`src/hdl/wtm32_consts.svh`:
```
`ifndef WTM32_CONSTS_SVH
`define WTM32_CONSTS_SVH

// operand and product widths
`define WTM_OP_W 32
`define WTM_PROD_W 64

// one partial-product row per multiplier bit
`define WTM_ROWS 32

// carry-save levels, 32 rows down to 2
`define WTM_LEVELS 8

// result slots granted by the consumer
`define WTM_CREDITS 4

// accept to result in cycles
`define WTM_LATENCY 11

`endif

```
`src/hdl/wtm32_pkg.sv`:
```
`default_nettype none

`include "wtm32_consts.svh"

package wtm32_pkg;

  // one partial-product or carry-save row
  typedef logic [`WTM_PROD_W-1:0] row_t;

  // a 64-bit word, whole or split into its two 32-bit halves
  typedef union packed {
    logic [`WTM_PROD_W-1:0] word;
    struct packed {
      logic [`WTM_OP_W-1:0] hi;
      logic [`WTM_OP_W-1:0] lo;
    } halves;
  } product_t;

endpackage

`default_nettype wire

```
`src/hdl/pp_gen.sv`:
```
`timescale 1ns/10ps
`default_nettype none

`include "wtm32_consts.svh"

module pp_gen (
  input  wire logic                                clk,
  input  wire logic                                arst_n,
  input  wire logic                                valid,
  input  wire logic [`WTM_OP_W-1:0]                a,
  input  wire logic [`WTM_OP_W-1:0]                b,
  output logic                                     pp_valid,
  output wtm32_pkg::row_t [`WTM_ROWS-1:0]          rows
);

  wtm32_pkg::row_t [`WTM_ROWS-1:0] pp;

  // row i is b masked by a[i], placed at weight 2^i
  always_comb begin
    for (int i = 0; i < `WTM_ROWS; i++) begin
      pp[i] = {{(`WTM_PROD_W-`WTM_OP_W){1'b0}}, b & {`WTM_OP_W{a[i]}}} << i;
    end
  end

  always_ff @(posedge clk or negedge arst_n) begin
    if (!arst_n) begin
      pp_valid <= 1'b0;
    end else begin
      pp_valid <= valid;
    end
  end

  always_ff @(posedge clk) begin
    rows <= pp;
  end

endmodule

`default_nettype wire

```
`src/hdl/csa_level.sv`:
```
`timescale 1ns/10ps
`default_nettype none

module csa_level #(
  parameter  int rows_in  = 3,
  localparam int rows_out = 2 * (rows_in / 3) + (rows_in % 3)
) (
  input  wire logic                              clk,
  input  wire logic                              arst_n,
  input  wire logic                              in_valid,
  input  wire wtm32_pkg::row_t [rows_in-1:0]     in_rows,
  output logic                                   out_valid,
  output wtm32_pkg::row_t [rows_out-1:0]         out_rows
);

  localparam int groups = rows_in / 3;
  localparam int rem    = rows_in % 3;

  wtm32_pkg::row_t [rows_out-1:0] nxt_rows;

  // 3:2 compression per group of three rows
  for (genvar g = 0; g < groups; g++) begin : g_group
    wtm32_pkg::row_t x;
    wtm32_pkg::row_t y;
    wtm32_pkg::row_t z;

    assign x = in_rows[3*g];
    assign y = in_rows[3*g+1];
    assign z = in_rows[3*g+2];

    assign nxt_rows[2*g]   = x ^ y ^ z;
    // majority moves up one weight
    assign nxt_rows[2*g+1] = ((x & y) | (x & z) | (y & z)) << 1;
  end

  // leftover rows ride along to the next level
  for (genvar r = 0; r < rem; r++) begin : g_pass
    assign nxt_rows[2*groups+r] = in_rows[3*groups+r];
  end

  always_ff @(posedge clk or negedge arst_n) begin
    if (!arst_n) begin
      out_valid <= 1'b0;
    end else begin
      out_valid <= in_valid;
    end
  end

  always_ff @(posedge clk) begin
    out_rows <= nxt_rows;
  end

endmodule

`default_nettype wire

```
`src/hdl/wallace_tree.sv`:
```
`timescale 1ns/10ps
`default_nettype none

`include "wtm32_consts.svh"

module wallace_tree (
  input  wire logic                               clk,
  input  wire logic                               arst_n,
  input  wire logic                               in_valid,
  input  wire wtm32_pkg::row_t [`WTM_ROWS-1:0]    rows,
  output logic                                    sum_valid,
  output wtm32_pkg::row_t                         sum_row,
  output wtm32_pkg::row_t                         carry_row
);

  // valid bit per level boundary
  logic [`WTM_LEVELS:0] lvl_valid;

  wtm32_pkg::row_t [21:0] l1_rows;
  wtm32_pkg::row_t [14:0] l2_rows;
  wtm32_pkg::row_t [9:0]  l3_rows;
  wtm32_pkg::row_t [6:0]  l4_rows;
  wtm32_pkg::row_t [4:0]  l5_rows;
  wtm32_pkg::row_t [3:0]  l6_rows;
  wtm32_pkg::row_t [2:0]  l7_rows;
  wtm32_pkg::row_t [1:0]  l8_rows;

  assign lvl_valid[0] = in_valid;

  csa_level #(.rows_in(32)) u_lvl1 (
    .clk(clk), .arst_n(arst_n), .in_valid(lvl_valid[0]), .in_rows(rows),
    .out_valid(lvl_valid[1]), .out_rows(l1_rows));

  csa_level #(.rows_in(22)) u_lvl2 (
    .clk(clk), .arst_n(arst_n), .in_valid(lvl_valid[1]), .in_rows(l1_rows),
    .out_valid(lvl_valid[2]), .out_rows(l2_rows));

  csa_level #(.rows_in(15)) u_lvl3 (
    .clk(clk), .arst_n(arst_n), .in_valid(lvl_valid[2]), .in_rows(l2_rows),
    .out_valid(lvl_valid[3]), .out_rows(l3_rows));

  csa_level #(.rows_in(10)) u_lvl4 (
    .clk(clk), .arst_n(arst_n), .in_valid(lvl_valid[3]), .in_rows(l3_rows),
    .out_valid(lvl_valid[4]), .out_rows(l4_rows));

  csa_level #(.rows_in(7)) u_lvl5 (
    .clk(clk), .arst_n(arst_n), .in_valid(lvl_valid[4]), .in_rows(l4_rows),
    .out_valid(lvl_valid[5]), .out_rows(l5_rows));

  csa_level #(.rows_in(5)) u_lvl6 (
    .clk(clk), .arst_n(arst_n), .in_valid(lvl_valid[5]), .in_rows(l5_rows),
    .out_valid(lvl_valid[6]), .out_rows(l6_rows));

  csa_level #(.rows_in(4)) u_lvl7 (
    .clk(clk), .arst_n(arst_n), .in_valid(lvl_valid[6]), .in_rows(l6_rows),
    .out_valid(lvl_valid[7]), .out_rows(l7_rows));

  csa_level #(.rows_in(3)) u_lvl8 (
    .clk(clk), .arst_n(arst_n), .in_valid(lvl_valid[7]), .in_rows(l7_rows),
    .out_valid(lvl_valid[8]), .out_rows(l8_rows));

  // last level leaves sum in row 0, shifted carry in row 1
  assign sum_valid = lvl_valid[`WTM_LEVELS];
  assign sum_row   = l8_rows[0];
  assign carry_row = l8_rows[1];

endmodule

`default_nettype wire

```
`src/hdl/final_adder.sv`:
```
`timescale 1ns/10ps
`default_nettype none

`include "wtm32_consts.svh"

module final_adder (
  input  wire logic                 clk,
  input  wire logic                 arst_n,
  input  wire logic                 in_valid,
  input  wire wtm32_pkg::row_t      sum_row,
  input  wire wtm32_pkg::row_t      carry_row,
  output logic                      out_valid,
  output wtm32_pkg::product_t       product
);

  wtm32_pkg::product_t sum_w;
  wtm32_pkg::product_t carry_w;

  logic [`WTM_OP_W:0]   lo_full;
  logic                 mid_valid;
  logic [`WTM_OP_W-1:0] lo_sum_q;
  logic                 lo_carry_q;
  logic [`WTM_OP_W-1:0] sum_hi_q;
  logic [`WTM_OP_W-1:0] carry_hi_q;

  assign sum_w.word   = sum_row;
  assign carry_w.word = carry_row;

  // low half, carry out in the top bit
  assign lo_full = {1'b0, sum_w.halves.lo} + {1'b0, carry_w.halves.lo};

  always_ff @(posedge clk or negedge arst_n) begin
    if (!arst_n) begin
      mid_valid <= 1'b0;
      out_valid <= 1'b0;
    end else begin
      mid_valid <= in_valid;
      out_valid <= mid_valid;
    end
  end

  // stage 1: low sum and carry, high halves held for the next cycle
  always_ff @(posedge clk) begin
    lo_sum_q   <= lo_full[`WTM_OP_W-1:0];
    lo_carry_q <= lo_full[`WTM_OP_W];
    sum_hi_q   <= sum_w.halves.hi;
    carry_hi_q <= carry_w.halves.hi;
  end

  // stage 2: high half plus carry; overflow past bit 63 is dropped
  always_ff @(posedge clk) begin
    product.halves.hi <= sum_hi_q + carry_hi_q + {{(`WTM_OP_W-1){1'b0}}, lo_carry_q};
    product.halves.lo <= lo_sum_q;
  end

endmodule

`default_nettype wire

```
`src/hdl/credit_ctrl.sv`:
```
`timescale 1ns/10ps
`default_nettype none

`include "wtm32_consts.svh"

module credit_ctrl (
  input  wire logic clk,
  input  wire logic arst_n,
  input  wire logic in_valid,
  input  wire logic credit_ret,
  output logic      in_ready,
  output logic      accept
);

  localparam int cnt_w = $clog2(`WTM_CREDITS + 1);

  logic [cnt_w-1:0] credits;

  assign in_ready = (credits != '0);
  assign accept   = in_valid & in_ready;

  // take one on accept, give one back per return pulse
  always_ff @(posedge clk or negedge arst_n) begin
    if (!arst_n) begin
      credits <= cnt_w'(`WTM_CREDITS);
    end else begin
      case ({accept, credit_ret})
        2'b10:   credits <= credits - 1'b1;
        2'b01:   credits <= credits + 1'b1;
        default: credits <= credits;
      endcase
    end
  end

endmodule

`default_nettype wire

```
`src/hdl/wtm32.sv`:
```
`timescale 1ns/10ps
`default_nettype none

`include "wtm32_consts.svh"

module wtm32 (
  input  wire logic                   clk,
  input  wire logic                   arst_n,

  input  wire logic                   in_valid,
  input  wire logic [`WTM_OP_W-1:0]   in_a,
  input  wire logic [`WTM_OP_W-1:0]   in_b,
  output logic                        in_ready,

  output logic                        out_valid,
  output logic [`WTM_PROD_W-1:0]      out_product,
  input  wire logic                   credit_ret
);

  logic                            accept;
  logic                            pp_valid;
  wtm32_pkg::row_t [`WTM_ROWS-1:0] pp_rows;
  logic                            sum_valid;
  wtm32_pkg::row_t                 sum_row;
  wtm32_pkg::row_t                 carry_row;
  wtm32_pkg::product_t             product;

  credit_ctrl u_credit_ctrl (
    .clk        (clk),
    .arst_n     (arst_n),
    .in_valid   (in_valid),
    .credit_ret (credit_ret),
    .in_ready   (in_ready),
    .accept     (accept)
  );

  // accept doubles as the valid bit entering the pipeline
  pp_gen u_pp_gen (
    .clk      (clk),
    .arst_n   (arst_n),
    .valid    (accept),
    .a        (in_a),
    .b        (in_b),
    .pp_valid (pp_valid),
    .rows     (pp_rows)
  );

  wallace_tree u_wallace_tree (
    .clk       (clk),
    .arst_n    (arst_n),
    .in_valid  (pp_valid),
    .rows      (pp_rows),
    .sum_valid (sum_valid),
    .sum_row   (sum_row),
    .carry_row (carry_row)
  );

  final_adder u_final_adder (
    .clk       (clk),
    .arst_n    (arst_n),
    .in_valid  (sum_valid),
    .sum_row   (sum_row),
    .carry_row (carry_row),
    .out_valid (out_valid),
    .product   (product)
  );

  assign out_product = product.word;

endmodule

`default_nettype wire

```
`config.mk`:
```
export PLATFORM = sky130hd
export DESIGN_NAME = wtm32
export DESIGN_NICKNAME = d
export VERILOG_FILES = /design/src/hdl/wtm32_pkg.sv /design/src/hdl/pp_gen.sv /design/src/hdl/csa_level.sv /design/src/hdl/wallace_tree.sv /design/src/hdl/final_adder.sv /design/src/hdl/credit_ctrl.sv /design/src/hdl/wtm32.sv
export VERILOG_INCLUDE_DIRS = /design/src /design/src/hdl
export SDC_FILE = /design/constraint.sdc
export NUM_CORES = 2
export LEC_CHECK = 0
export ABC_CLOCK_PERIOD_IN_PS = 4800
export BUFFER_PORTS_ARGS = -buffer_cell sky130_fd_sc_hd__buf_2
export CORE_UTILIZATION = 49
export CTS_BUF_LIST = sky130_fd_sc_hd__clkbuf_16
export DETAILED_ROUTE_END_ITERATION = 7
export HOLD_SLACK_MARGIN = 0.02
export SLEW_MARGIN = 25
export SYNTH_ARGS = -nofsm -noshare
export SYNTH_HDL_FRONTEND = slang
export SYNTH_SLANG_ARGS = --single-unit
```
`constraint.sdc`:
```
create_clock -name clk -period 4.8 [get_ports clk]
set_input_delay 0.24 -clock clk [delete_from_list [all_inputs] [get_ports clk]]
set_output_delay 0.24 -clock clk [all_outputs]
set_load 0.02 [all_outputs]
```
======== After elaboration in Yosys (flattened, before gate mapping) ========
Index checks and enable logic that the tools add are counted.
cells by class
  mux-type cells .......................... 1
  reduce and logical (&&, ||, !) cells .... 2
  $add $sub $neg .......................... 5
  bitwise gates (word level) .............. 243
  equality and inequality tests ........... 2
operator list
  cell                                     number
  63-bit bitwise OR                        38
  63-bit AND                               35
  64-bit XOR                               23
  32-bit AND                               32
  50-bit by 63-bit AND with 63-bit output  2
  63-bit by 41-bit AND with 63-bit output  2
  61-bit by 62-bit AND with 62-bit output  2
  56-bit by 58-bit AND with 58-bit output  2
  53-bit by 55-bit AND with 55-bit output  2
  47-bit by 49-bit AND with 49-bit output  2
  44-bit by 46-bit AND with 46-bit output  2
  38-bit by 40-bit AND with 40-bit output  2
  35-bit by 37-bit AND with 37-bit output  2
  50-bit by 64-bit XOR with 64-bit output  1
  64-bit by 34-bit XOR with 64-bit output  1
  64-bit by 35-bit XOR with 64-bit output  1
  64-bit by 37-bit XOR with 64-bit output  1
  64-bit by 41-bit XOR with 64-bit output  1
  64-bit by 46-bit XOR with 64-bit output  1
  64-bit by 55-bit XOR with 64-bit output  1
  64-bit by 62-bit XOR with 64-bit output  1
  64-bit by 63-bit XOR with 64-bit output  1
  63-bit by 35-bit AND with 63-bit output  1
  63-bit by 37-bit AND with 63-bit output  1
  other kinds (96)                         96
storage, ports and cells
  input bits .............................. 68
  output and inout port bits .............. 66
  logic and storage cells ................. 370
  register bits after elaboration ......... 5093

======== Logic depth before layout (Yosys ltp) ========
  word-level depth ........................ 4
  gate-level depth with buffers ........... 10
  depth with buffers taken out ............ 10

======== Hierarchy ========
A second synthesis with hierarchy kept.
second synthesis, totals
  cells, all modules ...................... 10233
  area total of the unflattened synthesis .. 168110.0 um2
modules (own cells, without submodules)
  module                              seq. area each (um2)  times used  cells each  area each (um2)
  csa_level at u_wallace_tree.u_lvl1  28011.9               1           2050        40940.5
  pp_gen                              20524.7               1           3266        35617.9
  csa_level at u_wallace_tree.u_lvl2  19103.3               1           1410        28154.5
  csa_level at u_wallace_tree.u_lvl3  12737.2               1           962         19203.4
  csa_level at u_wallace_tree.u_lvl4  8933.6                1           642         12814.8
  csa_level at u_wallace_tree.u_lvl5  6391.1                1           450         8979.9
  final_adder                         3273.1                1           665         6789.0
  csa_level at u_wallace_tree.u_lvl6  5129.9                1           322         6426.2
  csa_level at u_wallace_tree.u_lvl7  3848.7                1           258         5144.9
  csa_level at u_wallace_tree.u_lvl8  2567.5                1           194         3863.7
  credit_ctrl                         76.3                  1           14          175.2

======== Worst setup path after synthesis ========
Ideal clock, no wire load.
  kind .................................... reg2reg
  start ................................... reg u_final_adder.carry_hi_q[0]
  end ..................................... reg u_final_adder.product[60] (netlist bit)
  setup slack ............................. 1.933 ns
  buffers on the path ..................... 0
  data arrival time ....................... 2.763 ns
  cell stages (with the launch flop) ...... 11
  setup time .............................. 0.103 ns
  period minus slack after synthesis ...... 2.867 ns
  required time ........................... 4.697 ns
  path through ............................ dfxtp_1 > fa_1 > fa_1 > a21o_1 > a311oi_1 > or3_1 > o211ai_1 > a21oi_1 > o21bai_1 > mux2i_1 > a2111oi_2
between the ends
  word-level cells in the longest chain between the ends .. 2
ends and longest elaborated chain
  what                                      line               RTL
  start, declared                           final_adder.sv:24  logic [`WTM_OP_W-1:0] carry_hi_q;
  start signal, assigned                    final_adder.sv:47  carry_hi_q <= carry_w.halves.hi;
  32-bit adder                              final_adder.sv:52  product.halves.hi <= sum_hi_q + carry_hi_q + {{(`WTM_OP_W-1){1'b0}}, lo_carry_q};
  32-bit by 1-bit adder with 32-bit output  final_adder.sv:52
  end, declared                             final_adder.sv:13  output wtm32_pkg::product_t product
No other way between the ends.
A chain may end at the register's enable or synchronous reset.

======== Final worst setup path ========
Same ends and word-level chain as after synthesis.

==> flow_summary.toml <==
[critical_path]
worst-r2r-cell-count = 10
crit_path_max_fanout = 4
worst_setup_path_end_kind = "flop"
worstPathArrival_ns = 4.57
cp-start-kind = "flop"
crit_required_ns = 5.61
worstSetupPathType = "flop to flop"
regToRegStartpoint = "u_final_adder.carry_hi_q[0]"
slowest_stage = "a21oi_1"
slowest_delay_ns = 0.57
cp_cell_sequence = "fa_1 -> fa_1 -> a21o_1 -> a311oi_1 -> or3_1 -> o211ai_1 -> a21oi_1 -> o21bai_1 -> mux2i_1 -> a2111oi_2"
crit_top_cell = "fa_1"
r2r-end = "u_final_adder.product[60]"
r2r_slack_ns = 1.04

[finish]
final-instance-count-excl-fill = 9861
fillers = 16600
seq_area_mm2 = 0.0749
layout-drive-gt1-share_pct = 8.69
nets = 7942
multi_input_area_mm2 = 0.0293
area_growth_pct = 14.5

[timing]
tns_ns = 0
period_share_pct = 78.4
setup-violations-final = 0
period_minus_slack_ns = 3.76
hold_viol = 0
tightest_slew_ns = 1.07
grt_setup_unrepaired = "no"
slew_viol_final = 0
fmax_ghz = 0.266
max-slew-margin-rel_pct = 28.6
clock_skew_ns = 0.0386

[worst_hold_path]
holdPathEnd = "u_pp_gen.rows[1448]"
min_path_type = "primary input to flop"
min_from = "in_b[18]"
whs_path_depth = 2

[clock_tree]
numCtsBuffers = 366
cts_tree = "done"
clock_sinks = 3737
cts-root-buf = "clkbuf_16"
clkLatencyLatePin_ns = 0.92
path_clk_slew_ns = 0.06
clk_path_buf_depth = 4
cts_resized = 0
post_cts_buffers = 0
cts-htree-levels = 5

[die]
die_x_um = 465
die_h_um = 465
boundaryPins = 134
core_area_mm2 = 0.213
start_util_pct = 49.4
die-area_mm2 = 0.216
rows = 169

[place]
port_buffers = 133
dpl.cell_count = 9150
gp_congestion = 0.749
dp_hpwl_um = 119000

[logic_synthesis]
synth_top_area_share_pct = 71.0
syn_area_per_cell_um2 = 16.4
synth_top_cell_by_area = "dfxtp_1"
yosysSeqAreaShare_pct = 71.3
synth_common_cells = "dfxtp_1, and2_1, fa_1, ha_1, clkbuf_1"
yosysMostFrequentCell = "dfxtp_1"
yosys-top-cells-area = "dfxtp_1, fa_1, and2_1"
ys_seq_elements = 3737
synth_edf_count = 0
ys_warn_count = 0
syn_area_mm2 = 0.105
ys.flop_type = "dfxtp_1"
ys_types = 55
synth_nets = 7588
synthCells = 6396
synthArstFlopShare_pct = 0.375

[pwr]
leakage_nw = 51.4
power_density_mw_per_mm2 = 645
vdd_drop_max_v = 0.000420

[global_routing]
grt-ovfl-total = 0
grt_pass1_wl_um = 282000
grt_pass1_vias = 47900
antenna_found_initial = 22
grt_start_max_net_pins = 33
grt_use_total_pct = 17.5

[route]
vias = 44200
wl_um = 183000
vias_per_cell = 4.48
initialDrtViolationCount = 1982
wl_per_cell_um = 18.6
drt_first_pass_iters = 6
route.detailed.drc = 75
antenna_left = 0

[flow_run]
drv_cap = 0

[run_status]
outcome = "finished, violations left"
violations = "DRC"
## through the flow
step	utilization (%)	instance area [um^2]	worst slack, ns	power (W)	hold slack (ns)
2_1_floorplan	-	105000	1.93	0.0464	-0.0556
3_3_place_gp	51.0	108000	1.12	0.0516	0.132
3_5_place_dp	51.0	108000	1.09	0.0520	0.144
4_1_cts	56.5	120000	1.05	0.0787	0.0203
5_1_grt	56.5	120000	0.891	0.0820	0.0322
6_report	56.6	120000	1.04	0.0775	0.0785
## how the worst max path moves through the flow
stage | cells past startpoint | from | slack (ns) | endpoint
finish | 10 | u_final_adder.carry_hi_q[0] | 1.04 | u_final_adder.product[60]
global route | 10 | u_final_adder.carry_hi_q[0] | 0.89 | u_final_adder.product[60]
floorplan | 10 | u_final_adder.carry_hi_q[0] | 1.93 | u_final_adder.product[60]
detailed placement | 10 | u_final_adder.carry_hi_q[0] | 1.09 | u_final_adder.product[60]
CTS | 10 | u_final_adder.carry_hi_q[0] | 1.05 | u_final_adder.product[60]
global placement | 10 | u_final_adder.carry_hi_q[0] | 1.12 | u_final_adder.product[60]
## report_power, final
group,switching [W],internal [W]
Clock,0.0111,0.0154
Sequential,0.00345,0.0382
Combinational,0.00521,0.00412
Total,0.0197,0.0578
## area by class of cell
| class | instances | share of cell area [%] |
|---|---|---|
| inverters | 8 | 0.0250 |
| well taps | 2821 | 2.94 |
| flip-flops and latches | 3737 | 62.3 |
| multi-input cells | 2449 | 24.4 |
| diodes | 29 | 0.0604 |
| clock inverters | 255 | 1.50 |
| repair buffers | 188 | 1.04 |
| clock buffers | 374 | 7.79 |
## timing repair
action | 4_1_cts | 5_1_grt
setup endpoints to repair | 0 | 0
hold buffers | 49 | 3
endpoints found under the hold margin | 599 | 91
## worst max-delay path, delay by kind of cell (launching register included)
kind / cells / cell delay (ns)
AOI/OAI and AO/OA: 6 / 2.00
adders and majority gates: 2 / 0.96
DFF: 1 / 0.31
muxes: 1 / 0.17
and+or+nand+nor: 1 / 0.20
## metal layers
| layer | GRT usage (%) | routed length (um) | up-vias |
|---|---|---|---|
| li1 | - | - | 20700 |
| met1 | 26.0 | 92100 | 22400 |
| met5 | 0 | 0 | - |
| met3 | 3.46 | 8310 | 330 |
| met2 | 25.6 | 78400 | 775 |
| met4 | 5.52 | 4180 | 0 |
## cells by family after synthesis
family | after synthesis | synth area share, %
flip-flops | 3737 | 71.3
adder cells (fa/ha/maj) | 1124 | 19.9
AND/OR/NAND/NOR | 1117 | 6.55
buffers and inverters | 210 | 0.752
AO/OA/AOI/OAI | 154 | 0.989
XOR/XNOR | 51 | 0.426
multiplexers | 3 | 0.0298
## cells in the final DEF, fill, tap and decap left out, types with 18 or more instances in the layout
cell,n
buf_2,130
and2_1,1026
dlygate4sd3_1,52
a21o_1,31
xnor2_1,33
a21oi_1,52
ha_1,214
nor2_1,18
dfxtp_1,3723
clkbuf_16,374
clkinv_1,91
diode_2,29
nand2_1,24
bufinv_16,27
fa_1,910
inv_1,83
clkinv_2,50
xor2_1,18
## registers in the layout, indices dropped and copies added, names as in the netlist, 64 cells and up
| register | cells |
|---|---|
| u_pp_gen.rows | 1024 |
| u_wallace_tree.u_lvl1.out_rows | 724 |
| u_wallace_tree.u_lvl2.out_rows | 513 |
| u_wallace_tree.u_lvl3.out_rows | 364 |
| u_wallace_tree.u_lvl4.out_rows | 273 |
| u_wallace_tree.u_lvl5.out_rows | 215 |
| u_wallace_tree.u_lvl6.out_rows | 183 |
| u_wallace_tree.u_lvl7.out_rows | 149 |
| u_wallace_tree.u_lvl8.out_rows | 118 |
| u_final_adder.product | 64 |
Note: power is estimated with default switching activity, not from simulation.
